File: src/cnn_defines.svh
`ifndef CNN_DEFINES_SVH
`define CNN_DEFINES_SVH

// layer geometry
`define IMG_SIDE   8
`define KER_SIDE   3
`define CONV_SIDE  6
`define POOL_SIDE  3
`define FC_LEN     9

// flattened map lengths
`define IMG_LEN    (`IMG_SIDE * `IMG_SIDE)
`define KER_LEN    (`KER_SIDE * `KER_SIDE)
`define CONV_LEN   (`CONV_SIDE * `CONV_SIDE)
`define POOL_LEN   (`POOL_SIDE * `POOL_SIDE)

// arithmetic right shift of the window sum before relu
`define CONV_SHIFT 4

// configuration word address map
`define ADDR_W     7
`define ADDR_IMG   0
`define ADDR_KER   64
`define ADDR_FCW   73
`define ADDR_BIAS  82

`endif

File: src/cnn_pkg.sv
`default_nettype none

package cnn_pkg;

    // image and feature map value
    typedef logic [7:0] pixel_t;
    // kernel and fc weight
    typedef logic signed [7:0] weight_t;
    typedef logic signed [23:0] acc_t;
    // fc output and bias
    typedef logic signed [15:0] result_t;

    // relu followed by clamp into the pixel range
    function automatic pixel_t relu_clamp(acc_t sum);
        if (sum < 0) begin
            return '0;
        end
        if (sum > 24'sd255) begin
            return 8'hff;
        end
        return sum[7:0];
    endfunction

    // saturate an accumulator into signed 16 bits
    function automatic result_t sat_result(acc_t sum);
        if (sum > 24'sd32767) begin
            return 16'sh7fff;
        end
        if (sum < -24'sd32768) begin
            return 16'sh8000;
        end
        return sum[15:0];
    endfunction

endpackage

`default_nettype wire

File: src/cnn_weight_regs.sv
`default_nettype none
`timescale 1ns/1ps
`include "cnn_defines.svh"

module cnn_weight_regs (
    input  wire                     clk,
    input  wire                     rst,
    input  wire                     cfg_wr,
    input  wire [`ADDR_W-1:0]       cfg_addr,
    input  wire [15:0]              cfg_data,
    input  wire                     busy,
    output cnn_pkg::pixel_t         img [`IMG_LEN],
    output cnn_pkg::weight_t        kernel [`KER_LEN],
    output cnn_pkg::weight_t        fc_weight [`FC_LEN],
    output cnn_pkg::result_t        bias
);
    import cnn_pkg::*;

    // offsets into each address range
    logic [`ADDR_W-1:0] img_off;
    logic [`ADDR_W-1:0] ker_off;
    logic [`ADDR_W-1:0] fcw_off;

    assign img_off = cfg_addr - `ADDR_W'(`ADDR_IMG);
    assign ker_off = cfg_addr - `ADDR_W'(`ADDR_KER);
    assign fcw_off = cfg_addr - `ADDR_W'(`ADDR_FCW);

    always_ff @(posedge clk) begin
        if (rst) begin
            for (int i = 0; i < `IMG_LEN; i++) begin
                img[i] <= '0;
            end
            for (int i = 0; i < `KER_LEN; i++) begin
                kernel[i] <= '0;
            end
            for (int i = 0; i < `FC_LEN; i++) begin
                fc_weight[i] <= '0;
            end
            bias <= '0;
        end else if (cfg_wr && !busy) begin
            // image and weights take the low byte, bias the whole word
            if (cfg_addr < `ADDR_W'(`ADDR_KER)) begin
                img[img_off[5:0]] <= pixel_t'(cfg_data[7:0]);
            end else if (cfg_addr < `ADDR_W'(`ADDR_FCW)) begin
                kernel[ker_off[3:0]] <= weight_t'(cfg_data[7:0]);
            end else if (cfg_addr < `ADDR_W'(`ADDR_BIAS)) begin
                fc_weight[fcw_off[3:0]] <= weight_t'(cfg_data[7:0]);
            end else if (cfg_addr == `ADDR_W'(`ADDR_BIAS)) begin
                bias <= result_t'(cfg_data);
            end
            // anything above the bias word is dropped
        end
    end

endmodule

`default_nettype wire

File: config.mk
export PLATFORM = sky130hd
export DESIGN_NAME = cnn_weight_regs
export DESIGN_NICKNAME = d
export VERILOG_FILES = /design/src/cnn_pkg.sv /design/src/cnn_weight_regs.sv
export VERILOG_INCLUDE_DIRS = /design/src
export SDC_FILE = /design/constraint.sdc
export NUM_CORES = 1
export LEC_CHECK = 0
export ABC_AREA = 0
export BUFFER_PORTS_ARGS = -buffer_cell sky130_fd_sc_hd__buf_2
export CAP_MARGIN = 20
export CORE_AREA = 5 5 267 269
export CTS_CLUSTER_DIAMETER = 80
export DETAILED_ROUTE_END_ITERATION = 10
export DIE_AREA = 0 0 272 274
export MAX_ROUTING_LAYER = met4
export PLACE_DENSITY = 0.62
export REMOVE_ABC_BUFFERS = 1
export SLEW_MARGIN = 20
export SYNTH_ARGS = -nofsm -noshare
export SYNTH_HDL_FRONTEND = slang
export SYNTH_SLANG_ARGS = --single-unit
File: constraint.sdc
create_clock -name clk -period 2.3 [get_ports clk]
set_clock_uncertainty 0.15 [all_clocks]
set_input_delay 0.46 -clock clk [delete_from_list [all_inputs] [get_ports clk]]
set_output_delay 0.46 -clock clk [all_outputs]
set_load 0.01 [all_outputs]
==> run metrics <==
final WL 91.5 mm; total clock sinks around 670; Cell Area, Synth 26800 µm²; outcome complete, no violations; hold_buf cts 8; ys async rst share 0; slowest CP cell dfxtp_1; initial antenna violation count 8; first-pass GRT wire length 134 mm; HP Class in -> reg; Final Cell Area 34300 µm²; Fill cells 6127; Vias 19500; unique cell type count in the Yosys netlist 28; crit path time final approximately 1.8 ns; VDD IR max about 490 µV; first drt pass iteration count 5; Max Slew Vio Count 0; setup bufs post-CTS 0; # nets final ~3000; Avg Cell Area, Syn between 10 and 15 µm²; Pwr Total 25600 µW; worst rel slew slack 0.565; total global routing track utilization 0.241; Synth Instances 2326; DRC 0; ys flop type dfxtp_1; pwr/cell area 747 nW/µm²; Final Hold Viols 0; total CTS buffers 75; dpl hpwl 62.6 mm; Root Driver clkbuf_16; Synth area leaders dfxtp_1, mux2i_1, nand2b_1; R2R Setup Slk 1.44 ns; # IOs 699; CP Data Required Time 1.69 ns; clock latency on the worst-skew pair about 0.61 ns; sequential share of the synthesized area 0.503; maximum clock rate 0.564 GHz; leak pwr ~0.019 µW; die width 272 µm; Congestion Overflow GR 0; initial core utilization 0.392; Post-DRT Antenna Nets 0; Max Root-Sink Buffers 3; DIE HEIGHT 274 µm; slew at the pin closest to its max-slew limit about 0.65 ns; count leader, synth nand2b_1; Buf/Inv on CP 1; crit end category output port; Layout area overhead 28.3%; largest net degree at the start of global routing between 150 and 200; cell chain of the critical path buf_2; core area ~70000 µm²; CP top delay family flip-flops; GPL Wtd Cong 0.823; post-synth top area cell dfxtp_1; max-cap violation count 0; vias in the first global route 20400; RSZ-0062 raised after global routing false; CTS resizes 0; Synth Warn # 0; # rows 96; peak fanout along the critical path 2; Critical Path Source Type flop; TritonCTS clock tree built; Post-synth EDFFs 0; Max stage delay on crit path 0.38 ns; 1st-iter DRT viols approximately 1200; vias per cell 4.95; Buffers on Ports 698; post-place instance area 31600 µm²; fin crit share 0.771; Final Util 0.502; top cells by count, synth nand2b_1, dfxtp_1, mux2i_1, clkbuf_1, nand3_4; Reg clk slew, reported paths 0.06 ns; htree depth 3; Die ar. about 75000 µm²; Final setup viols 0; Critical Path AT 1.16 ns; layout cells sized above 1 0.325; Synth top area share 0.503; drt wl/cell 23.2 µm; crit path kind reg -> out; Synth Register Bits between 600 and 700
-- flip-flops by register name, indices dropped and copies added, names as in the netlist --
signal,count
img,512
fc_weight,72
kernel,72
bias,16
-- power breakdown --
group	internal, µW	switching, µW	leakage [µW]
Clock	7890	4980	0.00133
Sequential	11700	8.00	0.00541
Combinational	416	699	0.0121
-- cell usage in the layout (no fill, tap or decap), types with 2 or more instances in the layout --
master and count:
buf_2 697, inv_8 2, nand3_4 36, clkinv_8 4, clkbuf_1 12, inv_6 2
nor3b_2 3, nand4_4 7, nor2b_1 3, buf_4 31, nor2b_4 2, clkinv_2 11
mux2i_1 672, diode_2 7, nand3_2 32, buf_12 33, clkbuf_16 77, nor3b_1 2
bufinv_16 10, dfxtp_1 672, nand2b_1 680, and3_1 2, nor4b_4 3, nand4_2 5
and3b_1 4, clkbuf_8 18, nand2b_4 8, dlygate4sd3_1 8
-- cells by family after synthesis --
family,share of synthesized area
buffers and inverters,0.0306
multiplexers,0.251
AND/OR/NAND/NOR,0.216
flip-flops,0.503
-- worst paths after layout --
path / startpoint / endpoint / depth (start not counted)
max: kernel[15] / kernel[15] / 1
min: cfg_data[0] / img[328] / 3
max reg2reg: img[148] / img[148] / 2
min reg2reg: kernel[25] / kernel[25] / 2
-- per-stage QoR --
step                      TNS [ns]  std cells  worst slack, ns  hold slack (ns)
after floorplan            -972.01       2141            -3.83            0.342
after detailed placement         0       3785           0.0549            0.313
after global placement           0       3785           0.0790            0.305
after CTS                        0       3930            0.468            0.113
after global routing             0       3937            0.467            0.138
final                            0       3937            0.527            0.151
-- layout make-up --
cell class	count	area [µm²]	area share
tap	882	1100	0.0321
clock buffer	107	2220	0.0646
clock inverter	30	468	0.0136
timing repair buffer	770	4480	0.130
sequential	672	13500	0.392
multi-input combinational	1469	12600	0.367
antenna	7	17.5	0.000510
-- layer usage --
layer	global-route usage	up-vias	wire (µm)
met5	-	-	0
met4	0.114	0	4620
met3	0.0511	213	5110
met2	0.406	634	44900
met1	0.275	9543	36900
li1	-	9107	-
Power figures use the tool's default switching activity.
