--- src/cnn_defines.svh ---
`ifndef CNN_DEFINES_SVH
`define CNN_DEFINES_SVH

// layer geometry
`define IMG_SIDE   8
`define KER_SIDE   3
`define CONV_SIDE  6
`define POOL_SIDE  3
`define FC_LEN     9

// flattened map lengths
`define IMG_LEN    (`IMG_SIDE * `IMG_SIDE)
`define KER_LEN    (`KER_SIDE * `KER_SIDE)
`define CONV_LEN   (`CONV_SIDE * `CONV_SIDE)
`define POOL_LEN   (`POOL_SIDE * `POOL_SIDE)

// arithmetic right shift of the window sum before relu
`define CONV_SHIFT 4

// configuration word address map
`define ADDR_W     7
`define ADDR_IMG   0
`define ADDR_KER   64
`define ADDR_FCW   73
`define ADDR_BIAS  82

`endif

--- src/cnn_pkg.sv ---
`default_nettype none

package cnn_pkg;

    // image and feature map value
    typedef logic [7:0] pixel_t;
    // kernel and fc weight
    typedef logic signed [7:0] weight_t;
    typedef logic signed [23:0] acc_t;
    // fc output and bias
    typedef logic signed [15:0] result_t;

    // relu followed by clamp into the pixel range
    function automatic pixel_t relu_clamp(acc_t sum);
        if (sum < 0) begin
            return '0;
        end
        if (sum > 24'sd255) begin
            return 8'hff;
        end
        return sum[7:0];
    endfunction

    // saturate an accumulator into signed 16 bits
    function automatic result_t sat_result(acc_t sum);
        if (sum > 24'sd32767) begin
            return 16'sh7fff;
        end
        if (sum < -24'sd32768) begin
            return 16'sh8000;
        end
        return sum[15:0];
    endfunction

endpackage

`default_nettype wire

--- src/cnn_sequencer.sv ---
`default_nettype none
`timescale 1ns/1ps

module cnn_sequencer (
    input  wire                 clk,
    input  wire                 rst,
    input  wire                 req,
    output logic                ack,
    output logic                busy,
    output logic                conv_start,
    input  wire                 conv_done,
    output logic                pool_start,
    input  wire                 pool_done,
    output logic                fc_start,
    input  wire                 fc_done,
    input  wire cnn_pkg::result_t fc_result,
    output cnn_pkg::result_t    value
);

    typedef enum logic [2:0] {
        S_IDLE,
        S_CONV,
        S_POOL,
        S_FC,
        S_DONE,
        S_RELEASE
    } state_t;

    state_t state;

    always_ff @(posedge clk) begin
        if (rst) begin
            state      <= S_IDLE;
            ack        <= 1'b0;
            busy       <= 1'b0;
            conv_start <= 1'b0;
            pool_start <= 1'b0;
            fc_start   <= 1'b0;
            value      <= '0;
        end else begin
            // start strobes last a single cycle
            conv_start <= 1'b0;
            pool_start <= 1'b0;
            fc_start   <= 1'b0;
            case (state)
                S_IDLE: begin
                    if (req) begin
                        busy       <= 1'b1;
                        conv_start <= 1'b1;
                        state      <= S_CONV;
                    end
                end
                S_CONV: begin
                    if (conv_done) begin
                        pool_start <= 1'b1;
                        state      <= S_POOL;
                    end
                end
                S_POOL: begin
                    if (pool_done) begin
                        fc_start <= 1'b1;
                        state    <= S_FC;
                    end
                end
                S_FC: begin
                    if (fc_done) begin
                        value <= fc_result;
                        ack   <= 1'b1;
                        state <= S_DONE;
                    end
                end
                // host holding req keeps us parked here
                S_DONE: begin
                    if (!req) begin
                        state <= S_RELEASE;
                    end
                end
                S_RELEASE: begin
                    ack   <= 1'b0;
                    busy  <= 1'b0;
                    state <= S_IDLE;
                end
                default: begin
                    state <= S_IDLE;
                end
            endcase
        end
    end

endmodule

`default_nettype wire

--- config.mk ---
export PLATFORM = sky130hd
export DESIGN_NAME = cnn_sequencer
export DESIGN_NICKNAME = d
export VERILOG_FILES = /design/src/cnn_defines.svh /design/src/cnn_pkg.sv /design/src/cnn_sequencer.sv
export SDC_FILE = /design/constraint.sdc
export NUM_CORES = 1
export LEC_CHECK = 0
export ABC_CLOCK_PERIOD_IN_PS = 1180
export BUFFER_PORTS_ARGS = -buffer_cell sky130_fd_sc_hd__buf_2
export CAP_MARGIN = 0
export CORE_MARGIN = 2
export CORE_UTILIZATION = 30
export CTS_BUF_LIST = sky130_fd_sc_hd__clkbuf_4 sky130_fd_sc_hd__clkbuf_8
export DETAILED_ROUTE_END_ITERATION = 7
export SYNTH_ARGS = -nofsm -noshare
export SYNTH_HDL_FRONTEND = slang
export SYNTH_SLANG_ARGS = --single-unit
export TNS_END_PERCENT = 20
--- constraint.sdc ---
create_clock -name clk -period 1.18 [get_ports clk]
set_input_delay 0.118 -clock clk [delete_from_list [all_inputs] [get_ports clk]]
set_output_delay 0.118 -clock clk [all_outputs]
set_load 0.02 [all_outputs]
==> qor.yml <==
synthesis:
  yosysUniqueCellTypes: 25
  synth_top_area_share_pct: 50.3
  syn_nets: 130
  yosysSeqAreaShare_pct: 50.3
  synthCells: 108
  synthTopCellsByArea: "dfxtp_1 50%, nand2_1 13%, a21oi_2 8.2%"
  synth_area_per_cell_um2: 8.85
  ys.warnings.count: 0
  synth_edf_count: 0
  synthArstFlopShare_pct: 0
  synth_top_area_cell: "dfxtp_1"
  synth_area_um2: 956
  yosys_register_bits: 24
  ys.flop_type: "dfxtp_1"
cells_and_area:
  final_util_pct: 41.6
  multiInputGateArea_um2: 407
  drive_gt1_share_pct: 42.9
  fillCellCount: 334
  area_growth_pct: 32.7
  nets: 177
  mostFrequentLayoutCells: "42 x buf_2, 32 x nand2_1, 24 x dfxtp_1, 10 x a21oi_1, 9 x a21oi_2"
  final_common_cell: "buf_2"
  seqCellArea_um2: 480
  antenna_cells: 0
timing:
  rsz0062_at_grt: "true"
  maxSlewHeadroom_pct: 81.3
  tightest_slew_ns: 0.281
  tns_ns: 0
  fin_crit_sh_pct: 91.8
  whs_ns: 0.0199
  drv_slew: 0
  setup_viol: 0
  fmax_mhz: 923
  min_period_ns: 1.08
  skew_ns: 0.00694
  fin_ws_ns: 0.0964
  hold_viol_final: 0
pwr:
  peakVddDrop_v: 0.000439
  total_power_mw: 1.64
  p_leak_nw: 0.570
  p_per_area_nw_per_um2: 1290
grt:
  grt_pass1_vias: 847
  overflow: 0
  gr-usage-all-layers_pct: 12.8
  antenna_found_initial: 0
  grt_max_degree: 15
  grt_pass1_wl_mm: 3.51
cts:
  cts_sinks: 24
  cts_tree: "built"
  cts_buffer_depth: 2
  clk_latency_ns: 0.32
  clock-root-buffer: "clkbuf_4"
  cts_setup_buffers: 0
  cts_buffers: 3
  post_cts_resized: 0
  postCtsHoldBufs: 0
  clkTransAtPathRegs_ns: 0.14
  cts_max_level: 1
detailed_routing:
  drt_wl_total_mm: 2.18
  dr.pass1.iters: 4
  drt_iter0_markers: 47
  viasPerCell: 4.35
  wl_per_cell_um: 11.0
  drc: 0
  antenna_left: 0
  vias: 862
setup_path:
  r2r-start: "state[2]"
  worstPathMaxFanout: 6
  required_ns: 1.39
  startpoint_type: "flip-flop"
  end_kind: "flip-flop"
  cp-startpoint: "state[2]"
  reg2regPathDepth: 4
  r2r_end: "value[15]"
  crit_type: "reg -> reg"
  arrival_ns: 1.30
  regToRegSetupSlack_ns: 0.1
place:
  hpwl_mm: 1.63
  pre_cts_ws_ns: 0.109
  gp_congestion: 0.784
  io_buffers: 42
run_status:
  status: "finished clean"
floorplanning:
  io_pins: 43
  start_util_pct: 31.3
  fp.dieW_um: 60.5
  core_area_um2: 3050
  die_area_um2: 3650
  die_h_um: 60.5
  rows: 20
worst_hold_path:
  hold_start: "fc_result[14]"
  hp-class: "in -> reg"
  min_to: "value[14]"
  hold_path_depth: 3
run:
  drv_cap: 0
[cell families after synthesis]
kind of cell	share of synthesized area, %
AND/OR/NAND/NOR	23.2
AO/OA/AOI/OAI	17.4
flip-flops	50.3
buffers and inverters	7.20
XOR/XNOR	0.916
multiplexers	1.05
[critical path, cell delays in order (launching register included)]
cell      delay [ns]
dfxtp_1         0.36
nand4b_2        0.28
buf_4           0.21
nand2_1         0.08
a21oi_2         0.05
[where the power goes]
group / internal, mW / switching (mW)
registers: 0.836 / 0.0147
logic: 0.0844 / 0.105
clock network: 0.343 / 0.255
total: 1.26 / 0.376
[Yosys cell counts (2+ instances only)]
cell type / n
a21oi_1: 10
nand2_1: 32
o21ai_0: 3
buf_2: 3
buf_6: 2
a21oi_2: 9
nor3_1: 2
a22oi_1: 2
nand2_2: 2
dfxtp_1: 24
nor2_1: 4
nor3b_1: 2
[final cells by class]
class / instances / share of cell area [%]
clock buffer: 3 / 1.78
clock inverter: 1 / 2.37
inverter: 1 / 0.296
multi-input combinational: 75 / 32.1
sequential: 24 / 37.9
tap: 44 / 4.34
timing repair buffer: 50 / 21.3
[metrics by stage]
step           std cells  area (um^2)
4_1_cts              198         1270
2_1_floorplan        108          956
6_report             198         1270
3_3_place_gp         194         1220
3_5_place_dp         194         1220
5_1_grt              198         1270
[routing by layer]
layer	vias up	GRT usage, %	wire (um)
li1	445	-	-
met1	386	14.7	998
met2	29	22.4	1020
met3	2	2.13	131
met4	0	7.45	27
met5	-	0	0
[how the worst max path moves through the flow]
stage	end	depth (start not counted)
4_1_cts	value[9]	4
3_3_place_gp	state[0]	4
5_1_grt	state[0]	4
3_5_place_dp	value[9]	4
6_report	value[15]	4
2_1_floorplan	value[10]	5
[state kept, by name, indices dropped and copies added (netlist names)]
| name | count |
|---|---|
| ack | 1 |
| value | 16 |
| busy | 1 |
| pool_start | 1 |
| conv_start | 1 |
| state | 3 |
| fc_start | 1 |
No activity file was read; power rests on OpenSTA's default activity.
