<file path="src/cnn_defines.svh">
`ifndef CNN_DEFINES_SVH
`define CNN_DEFINES_SVH

// layer geometry
`define IMG_SIDE   8
`define KER_SIDE   3
`define CONV_SIDE  6
`define POOL_SIDE  3
`define FC_LEN     9

// flattened map lengths
`define IMG_LEN    (`IMG_SIDE * `IMG_SIDE)
`define KER_LEN    (`KER_SIDE * `KER_SIDE)
`define CONV_LEN   (`CONV_SIDE * `CONV_SIDE)
`define POOL_LEN   (`POOL_SIDE * `POOL_SIDE)

// arithmetic right shift of the window sum before relu
`define CONV_SHIFT 4

// configuration word address map
`define ADDR_W     7
`define ADDR_IMG   0
`define ADDR_KER   64
`define ADDR_FCW   73
`define ADDR_BIAS  82

`endif

</file>
<file path="src/cnn_pkg.sv">
`default_nettype none

package cnn_pkg;

    // image and feature map value
    typedef logic [7:0] pixel_t;
    // kernel and fc weight
    typedef logic signed [7:0] weight_t;
    typedef logic signed [23:0] acc_t;
    // fc output and bias
    typedef logic signed [15:0] result_t;

    // relu followed by clamp into the pixel range
    function automatic pixel_t relu_clamp(acc_t sum);
        if (sum < 0) begin
            return '0;
        end
        if (sum > 24'sd255) begin
            return 8'hff;
        end
        return sum[7:0];
    endfunction

    // saturate an accumulator into signed 16 bits
    function automatic result_t sat_result(acc_t sum);
        if (sum > 24'sd32767) begin
            return 16'sh7fff;
        end
        if (sum < -24'sd32768) begin
            return 16'sh8000;
        end
        return sum[15:0];
    endfunction

endpackage

`default_nettype wire

</file>
<file path="src/cnn_fc_layer.sv">
`default_nettype none
`timescale 1ns/1ps
`include "cnn_defines.svh"

module cnn_fc_layer (
    input  wire                     clk,
    input  wire                     rst,
    input  wire                     start,
    input  wire cnn_pkg::pixel_t    pool_map [`POOL_LEN],
    input  wire cnn_pkg::weight_t   fc_weight [`FC_LEN],
    input  wire cnn_pkg::result_t   bias,
    output logic                    done,
    output cnn_pkg::result_t        fc_result
);
    import cnn_pkg::*;

    logic       running;
    logic [3:0] idx;
    acc_t       acc;
    acc_t       acc_next;

    // one pooled value times its weight per cycle
    assign acc_next = acc + acc_t'(pool_map[idx]) * acc_t'(fc_weight[idx]);

    always_ff @(posedge clk) begin
        if (rst) begin
            running <= 1'b0;
            done    <= 1'b0;
            idx     <= '0;
        end else begin
            done <= 1'b0;
            if (start) begin
                running <= 1'b1;
                idx     <= '0;
            end else if (running) begin
                if (idx == 4'(`FC_LEN - 1)) begin
                    running <= 1'b0;
                    done    <= 1'b1;
                end else begin
                    idx <= idx + 4'd1;
                end
            end
        end
    end

    // accumulator seeded with the bias, result saturated on the last term
    always_ff @(posedge clk) begin
        if (start) begin
            acc <= acc_t'(bias);
        end else if (running) begin
            acc <= acc_next;
            if (idx == 4'(`FC_LEN - 1)) begin
                fc_result <= sat_result(acc_next);
            end
        end
    end

endmodule

`default_nettype wire

</file>
<file path="config.mk">
export PLATFORM = sky130hd
export DESIGN_NAME = cnn_fc_layer
export DESIGN_NICKNAME = d
export VERILOG_FILES = /design/src/cnn_pkg.sv /design/src/cnn_fc_layer.sv
export VERILOG_INCLUDE_DIRS = /design/src
export SDC_FILE = /design/constraint.sdc
export NUM_CORES = 1
export LEC_CHECK = 0
export BUFFER_PORTS_ARGS = -buffer_cell sky130_fd_sc_hd__buf_4
export CAP_MARGIN = 10
export CORE_MARGIN = 1
export CORE_UTILIZATION = 30
export CTS_CLUSTER_DIAMETER = 80
export DETAILED_ROUTE_END_ITERATION = 8
export HOLD_SLACK_MARGIN = 0.06
export PLACE_DENSITY_LB_ADDON = 0.1
export SLEW_MARGIN = 20
export SYNTH_ARGS = -nofsm -noshare
export SYNTH_HDL_FRONTEND = slang
export SYNTH_SLANG_ARGS = --single-unit
export TNS_END_PERCENT = 100
</file>
<file path="constraint.sdc">
create_clock -name clk -period 21.1 [get_ports clk]
set_clock_uncertainty 0.1 [all_clocks]
set_input_delay 3.165 -clock clk [delete_from_list [all_inputs] [get_ports clk]]
set_output_delay 3.165 -clock clk [all_outputs]
set_load 0.005 [all_outputs]
</file>
==> reports/results.tsv <==
metric	value	unit
status	complete, but fails checks	
violations	design-rule violations	
synth_edf_count	40	
wl_per_cell	17.48	µm
synthMuxAreaShare	13.84	%
synthXorXnorAreaFrac	2.839	%
fin_nets	1104	
grt_pass1_wl	30590	µm
final_common_cell	buf_4	
cp_common_cell	fa_1	
max_freq	96.81	MHz
portBuffers	179	
grtUsageTotal	16.88	%
crit_chain	buf_4, mux4_2, mux2i_1, nor2_1, a21oi_1, nor2_1, fa_1, inv_1, fa_1, inv_1, fa_1, fa_1, fa_1, ha_1, o21a_1, o31ai_4, a21oi_1, nor4_1, a311oi_2, nand4b_1, o41ai_4, o21ai_0	
synth_area_per_cell	10.37	µm²
initial_utilization	30.71	%
diodes	0	
cp-start-kind	input port	
post_cts_buffers	0	
numCtsBuffers	5	
dieArea	23080	µm²
drc_errors	9	
ant_nets	0	
place_ws	10.43	ns
worstSetupEndpointType	register	
rows	54	
yosysWarnings	0	
cp_data_arrival_time	10.23	ns
slew_headroom	31.11	%
postCtsHoldBufs	0	
vias	5422	
drtIter0Drc	269	
startpoint	fc_weight[52]	
antenna_found_initial	0	
overflow	0	
synth-adder-area-share	29.62	%
viasPerCell	4.961	
h-tree-depth	2	
drt_first_pass_iters	9	
routabilityCongestion	0.8620	
syn_to_final_growth	25.37	%
tns	0	ns
synth.ff_latch_count	46	
drive_above_1_share	33.21	%
cpMaxStageDelayCell	o41ai_4	
worst_r2r_path_depth	22	
drt_wl_total	19110	µm
clock_tree.root_cell	clkbuf_16	
hpwl	16070	µm
final.setup.worst_slack	10.77	ns
finalCritPeriodShare	48.95	%
core-area	21960	µm²
final_cell_mix	183 x buf_4, 84 x inv_1, 78 x ha_1	
post-route-util	38.50	%
clk_latency	0.31	ns
tritoncts	done	
synth_top_family_by_area	adder cells	
endpoint	fc_result[4]$_SDFFCE_PN1P_	
fin_crit	10.33	ns
ioPinCount	180	
r2r-end	fc_result[4]$_SDFFCE_PN1P_	
hold_viol_final	0	
die_h	151.9	µm
crit_fanout	15	
ys_types	77	
r2r-start	idx[0]$_SDFFE_PP0P_	
yosysTopAreaCell	edfxtp_1	
drv_cap	0	
path_clk_slew	0.07	ns
syn-num-nets	942	
setup_viol	0	
synth_flop_cell	edfxtp_1	
ys_seq_area_share	19.60	%
worst_pin_slew	1.030	ns
rsz0062_at_grt	no	
instances_no_fill	1093	
synth_top_area_share	17.81	%
worstPathRequired	21.00	ns
syn-cell-area	6743	µm²
synth-compound-area-share	13.66	%
synthTopCellsByArea	edfxtp_1 18%, fa_1 15%, ha_1 14%	
place_inst	1085	
die_x	151.9	µm
yosys.area_share.simple	13.14	%
grt_pass1_vias	5700	
async_reset_ff_share	0	%
syn_inst	650	
cpPeakStageDelay	0.86	ns
worst-r2r-setup-slack	12.74	ns
grt_start_max_net_pins	48	
crit_type	in -> reg	
clock_path_buffers	2	
ctsResizeCount	0	
clock-sinks	46	
drv_slew	0	
hold_path.class	reg -> reg	
## worst min-delay path by stage
stage,start,to,cells after the start
after floorplan,running$_SDFF_PP0_,running$_SDFF_PP0_,2
after global placement,running$_SDFF_PP0_,running$_SDFF_PP0_,2
after detailed placement,running$_SDFF_PP0_,running$_SDFF_PP0_,2
after CTS,running$_SDFF_PP0_,running$_SDFF_PP0_,2
after global routing,running$_SDFF_PP0_,running$_SDFF_PP0_,2
final,running$_SDFF_PP0_,running$_SDFF_PP0_,2
## worst max-delay path: cells and delay by family
family | cells | cell delay [ns]
compound gates | 7 | 2.74
simple gates | 4 | 0.56
mux | 2 | 0.63
buf+inv | 3 | 0.22
fa+ha+maj | 6 | 2.89
## cells by family (layout without fill, tap and decap cells)
kind of cell,Yosys count,in the layout
simple gates,172,172
fa+ha+maj,129,129
compound gates,119,119
buf+inv,113,276
mux,53,53
flops,46,46
xor+xnor,18,18
## final cells by class
class,count,area [µm²]
Fill cell,2178,13510
Multi-Input combinational cell,491,4933
Timing Repair Buffer,183,1374
Sequential cell,46,1323
Tap cell,280,350.3
Inverter,85,319.1
Clock buffer,5,125.1
Clock inverter,3,28.78
## state kept, by name (all words and copies together), names as in the netlist
register	count
idx	4
done	1
acc	24
fc_result	16
running	1
## through the flow
stage	hold slack, ns	cell area [µm²]
after floorplan	0.4223	6743
after global placement	0.4496	8299
after detailed placement	0.4616	8299
after CTS	0.4697	8453
after global routing	0.5044	8453
final	0.4652	8453
## cell usage after synthesis (4+ instances only)
library cell / count
mux2i_1: 19
buf_6: 4
buf_2: 5
o21ai_2: 10
nor2b_1: 10
buf_4: 6
nand2b_1: 19
xor2_1: 6
nor3_1: 9
nand2_1: 47
a21o_1: 4
o21a_1: 6
edfxtp_1: 40
inv_1: 84
clkbuf_1: 10
a21oi_1: 23
or2_2: 4
o21ai_0: 33
ha_1: 78
fa_1: 51
o21ai_1: 10
nand3_1: 5
mux4_2: 32
nor2_1: 53
dfxtp_1: 6
xnor2_1: 9
## metal layers
metal / global-route usage (%) / routed length, µm
met2: 29.25 / 9598
met4: 2.381 / 143
met1: 22.91 / 8899
met3: 2.139 / 466
met5: 0 / 0
Power is left out: the tool's default activity adds up to more than one toggle a clock period on the data nets, which glitch-free logic cannot reach.
