[src/cnn_defines.svh]
`ifndef CNN_DEFINES_SVH
`define CNN_DEFINES_SVH

// layer geometry
`define IMG_SIDE   8
`define KER_SIDE   3
`define CONV_SIDE  6
`define POOL_SIDE  3
`define FC_LEN     9

// flattened map lengths
`define IMG_LEN    (`IMG_SIDE * `IMG_SIDE)
`define KER_LEN    (`KER_SIDE * `KER_SIDE)
`define CONV_LEN   (`CONV_SIDE * `CONV_SIDE)
`define POOL_LEN   (`POOL_SIDE * `POOL_SIDE)

// arithmetic right shift of the window sum before relu
`define CONV_SHIFT 4

// configuration word address map
`define ADDR_W     7
`define ADDR_IMG   0
`define ADDR_KER   64
`define ADDR_FCW   73
`define ADDR_BIAS  82

`endif

[src/cnn_pkg.sv]
`default_nettype none

package cnn_pkg;

    // image and feature map value
    typedef logic [7:0] pixel_t;
    // kernel and fc weight
    typedef logic signed [7:0] weight_t;
    typedef logic signed [23:0] acc_t;
    // fc output and bias
    typedef logic signed [15:0] result_t;

    // relu followed by clamp into the pixel range
    function automatic pixel_t relu_clamp(acc_t sum);
        if (sum < 0) begin
            return '0;
        end
        if (sum > 24'sd255) begin
            return 8'hff;
        end
        return sum[7:0];
    endfunction

    // saturate an accumulator into signed 16 bits
    function automatic result_t sat_result(acc_t sum);
        if (sum > 24'sd32767) begin
            return 16'sh7fff;
        end
        if (sum < -24'sd32768) begin
            return 16'sh8000;
        end
        return sum[15:0];
    endfunction

endpackage

`default_nettype wire

[src/cnn_conv_layer.sv]
`default_nettype none
`timescale 1ns/1ps
`include "cnn_defines.svh"

module cnn_conv_layer (
    input  wire                     clk,
    input  wire                     rst,
    input  wire                     start,
    input  wire cnn_pkg::pixel_t    img [`IMG_LEN],
    input  wire cnn_pkg::weight_t   kernel [`KER_LEN],
    output logic                    done,
    output cnn_pkg::pixel_t         conv_map [`CONV_LEN]
);
    import cnn_pkg::*;

    logic       running;
    // top-left corner of the current window
    logic [2:0] row;
    logic [2:0] col;
    acc_t       win_sum;
    acc_t       win_scaled;

    // nine products of the window, pixels zero-extended, weights sign-extended
    always_comb begin
        win_sum = '0;
        for (int kr = 0; kr < `KER_SIDE; kr++) begin
            for (int kc = 0; kc < `KER_SIDE; kc++) begin
                win_sum = win_sum
                    + acc_t'(img[(int'(row) + kr) * `IMG_SIDE + int'(col) + kc])
                    * acc_t'(kernel[kr * `KER_SIDE + kc]);
            end
        end
    end

    assign win_scaled = win_sum >>> `CONV_SHIFT;

    always_ff @(posedge clk) begin
        if (rst) begin
            running <= 1'b0;
            done    <= 1'b0;
            row     <= '0;
            col     <= '0;
        end else begin
            done <= 1'b0;
            if (start) begin
                running <= 1'b1;
                row     <= '0;
                col     <= '0;
            end else if (running) begin
                if (col == 3'(`CONV_SIDE - 1)) begin
                    col <= '0;
                    if (row == 3'(`CONV_SIDE - 1)) begin
                        // last window written this cycle
                        running <= 1'b0;
                        done    <= 1'b1;
                    end else begin
                        row <= row + 3'd1;
                    end
                end else begin
                    col <= col + 3'd1;
                end
            end
        end
    end

    // output map holds until the next start
    always_ff @(posedge clk) begin
        if (running) begin
            conv_map[int'(row) * `CONV_SIDE + int'(col)] <= relu_clamp(win_scaled);
        end
    end

endmodule

`default_nettype wire

[config.mk]
export PLATFORM = sky130hd
export DESIGN_NAME = cnn_conv_layer
export DESIGN_NICKNAME = d
export VERILOG_FILES = /design/src/cnn_pkg.sv /design/src/cnn_conv_layer.sv
export VERILOG_INCLUDE_DIRS = /design/src
export SDC_FILE = /design/constraint.sdc
export NUM_CORES = 2
export LEC_CHECK = 0
export CORE_AREA = 2 2 344 346
export CTS_CLUSTER_DIAMETER = 100
export CTS_CLUSTER_SIZE = 25
export DETAILED_ROUTE_END_ITERATION = 12
export DIE_AREA = 0 0 346 348
export DONT_BUFFER_PORTS = 1
export SYNTH_ARGS = -nofsm -noshare
export SYNTH_HDL_FRONTEND = slang
export SYNTH_SLANG_ARGS = --single-unit
[constraint.sdc]
create_clock -name clk -period 14.4 [get_ports clk]
set_input_delay 0.72 -clock clk [delete_from_list [all_inputs] [get_ports clk]]
set_output_delay 0.72 -clock clk [all_outputs]
set_load 0.005 [all_outputs]
==> metrics <==
status=complete, no violations; DR pass1 iterations=7; post-CTS sizing=0; antenna violations before repair=42; io pins=876; FMAX=76.4 MHz; critical path buffer and inverter count=10; post-DR vias/cell=5.85; critical path capture point=conv_map[45]$_DFFE_PP_; CP Launch Point=col[0]$_SDFFE_PP0P_; layout cells sized above 1=0.129; Final nets=5309; most frequent cells in the layout=inv_1, fa_1, mux4_2; HP Class=in -> reg; largest net degree at the start of global routing=116; vias in the first global route=32865; Hold Vio Cnt, Final=0; worst r2r src=col[0]$_SDFFE_PP0P_; Root Driver=clkbuf_16; sequential element share of the synthesized area=0.191; Layout area overhead=4.45%; CTS Hold Bufs=0; Area after DPL=0.0475 sq mm; CP Launch Type=flop; number of enable flip-flop cells after synthesis=288; worst path required time=14590 ps; R2R setup slack=1310 ps; Register Area=0.00882 sq mm; GRT Util Overall=0.291; CP Data Arrival Time=13270 ps; delay-heaviest family, CP=adder cells; Max Cap Violations=0; number of buffers created by CTS=15; Worst Reg-to-Reg Cells=34; routability cong.=1.04; clock skew=14.1 ps; Wirelength per Cell=32.7 um; final setup violation count=0; total wire length=178000 um; first-pass GRT wire length=249000 um; critical path capture point type=flop; post-synthesis sequential element count=296; num rows=126; core area=0.117 sq mm; # fillers=11228; Routed Antenna Nets=0; fin cells=5436; warnings from Yosys=0; multi-input logic area=0.0333 sq mm; max incr delay on CP=900 ps; relative slew slack=0.138; Post-synth top flop=edfxtp_1; slowest CP cell=dfxtp_4; vias=31777; Worst R2R End=conv_map[45]$_DFFE_PP_; Post-DP HPWL=155000 um; FFs w/ async S/R, synth=0; Post-CTS Setup Bufs=0; Max Root-Sink Buffers=3; Gate Count Post-Synth=3900; DIE AREA=0.120 sq mm; RSZ-0062 raised after global routing=false; Cells after DPL=5344; Die X=346 um; CTS clk-pin slew, worst paths=100 ps; Crit path depth=34; Synthesized Nets=5384; Final Max Slew Viols=0; global route overflow=0; CP Class=reg -> reg; H-tree Lvls=1; DR DRC count=0; final worst path period need=13090 ps; cell area after synthesis=0.0460 sq mm; Slew @ Worst Pin=1290 ps; Detailed Route Iter0 Violations=2805; final instance area=0.0481 sq mm; TritonCTS Sinks=296; cell mode on critical path=fa_1; Buffers on Ports=0; commonest non-fill, non-tap cell in the layout=inv_1; CTS tree=built; setup TNS=0 ps; Cell variety after synth=66; Starting Density=0.393; final worst-path cycle share=0.909; clk_lat worst skew=500 ps; CP Max Fanout=115; Syn Area/Cell=11.8 sq um; Die Y=348 um
layer usage:
layer,vias to the layer above,global-route usage,share of wire
li1,13079,-,-
met1,16705,0.347,0.36
met2,1670,0.481,0.48
met3,315,0.0631,0.087
met4,8,0.185,0.079
met5,-,0,0.00028
synth_stat cells, types with 10 or more instances:
cell type,n,area [sq um]
xnor2_1,18,158
nand2_1,304,1140
mux2i_1,339,3390
buf_4,23,173
nand2b_1,19,119
buf_2,39,195
buf_6,32,360
a21oi_1,62,310
o21a_1,10,75.1
xor2_1,14,123
ha_1,312,3900
and2_1,315,1970
nor3_1,19,95.1
inv_1,771,2890
nor2_1,151,567
buf_1,10,37.5
clkbuf_1,28,105
o21ai_0,30,150
mux2_2,16,180
mux4_2,368,8290
nor2b_1,15,93.8
fa_1,585,11700
nand3_1,20,100
edfxtp_1,288,8650
per-stage QoR:
step	hold slack [ps]	util	worst slack, ps
CTS	272	0.409	1400
finish	281	0.411	1310
global route	266	0.411	610
floorplan	472	-	3250
detailed placement	644	0.406	1420
global placement	635	0.406	1510
how the worst min path moves through the flow:
stage                        start             endpoint  slack (ps)  cells past startpoint
2_1_floorplan   running$_SDFF_PP0_      done$_SDFF_PP0_         470                      2
3_3_place_gp   row[2]$_SDFFE_PP0P_      done$_SDFF_PP0_         630                      2
3_5_place_dp    running$_SDFF_PP0_  col[2]$_SDFFE_PP0P_         640                      2
4_1_cts                        rst   running$_SDFF_PP0_         270                      1
5_1_grt                        rst   running$_SDFF_PP0_         270                      1
6_report                       rst   running$_SDFF_PP0_         280                      1
state kept, by name, indices dropped and copies added, names as in the netlist:
register  cells
row           3
running       1
col           3
conv_map    288
done          1
kinds of logic (layout without fill, tap and decap cells):
kind of cell	Yosys count	after routing	synth area share
buf+inv	923	848	0.0868
other cells	0	75	0
simple gates	864	864	0.0920
mux	733	733	0.262
flops	296	296	0.191
fa+ha+maj	897	897	0.339
compound gates	150	150	0.0198
xor+xnor	37	37	0.00835
worst register-to-register path, delay by kind of cell, from the launching register on:
kind | cells | cell delay [ps]
buffers and inverters | 10 | 1760
AO/OA/AOI/OAI | 6 | 1730
adder cells (fa/ha/maj) | 11 | 5350
flip-flops | 1 | 900
multiplexers | 3 | 2040
AND/OR/NAND/NOR | 4 | 990
cell type report:
type                            instances  share of cell area
Antenna cell                           75             0.00391
Clock buffer                           15             0.00781
Clock inverter                          2            0.000807
Inverter                              778              0.0608
Multi-Input combinational cell       2681               0.693
Sequential cell                       296               0.184
Tap cell                             1536              0.0400
Timing Repair Buffer                   53             0.00984
Power is not shown: default switching activity piles up to over one toggle a cycle in this logic, so the estimate is an artifact.
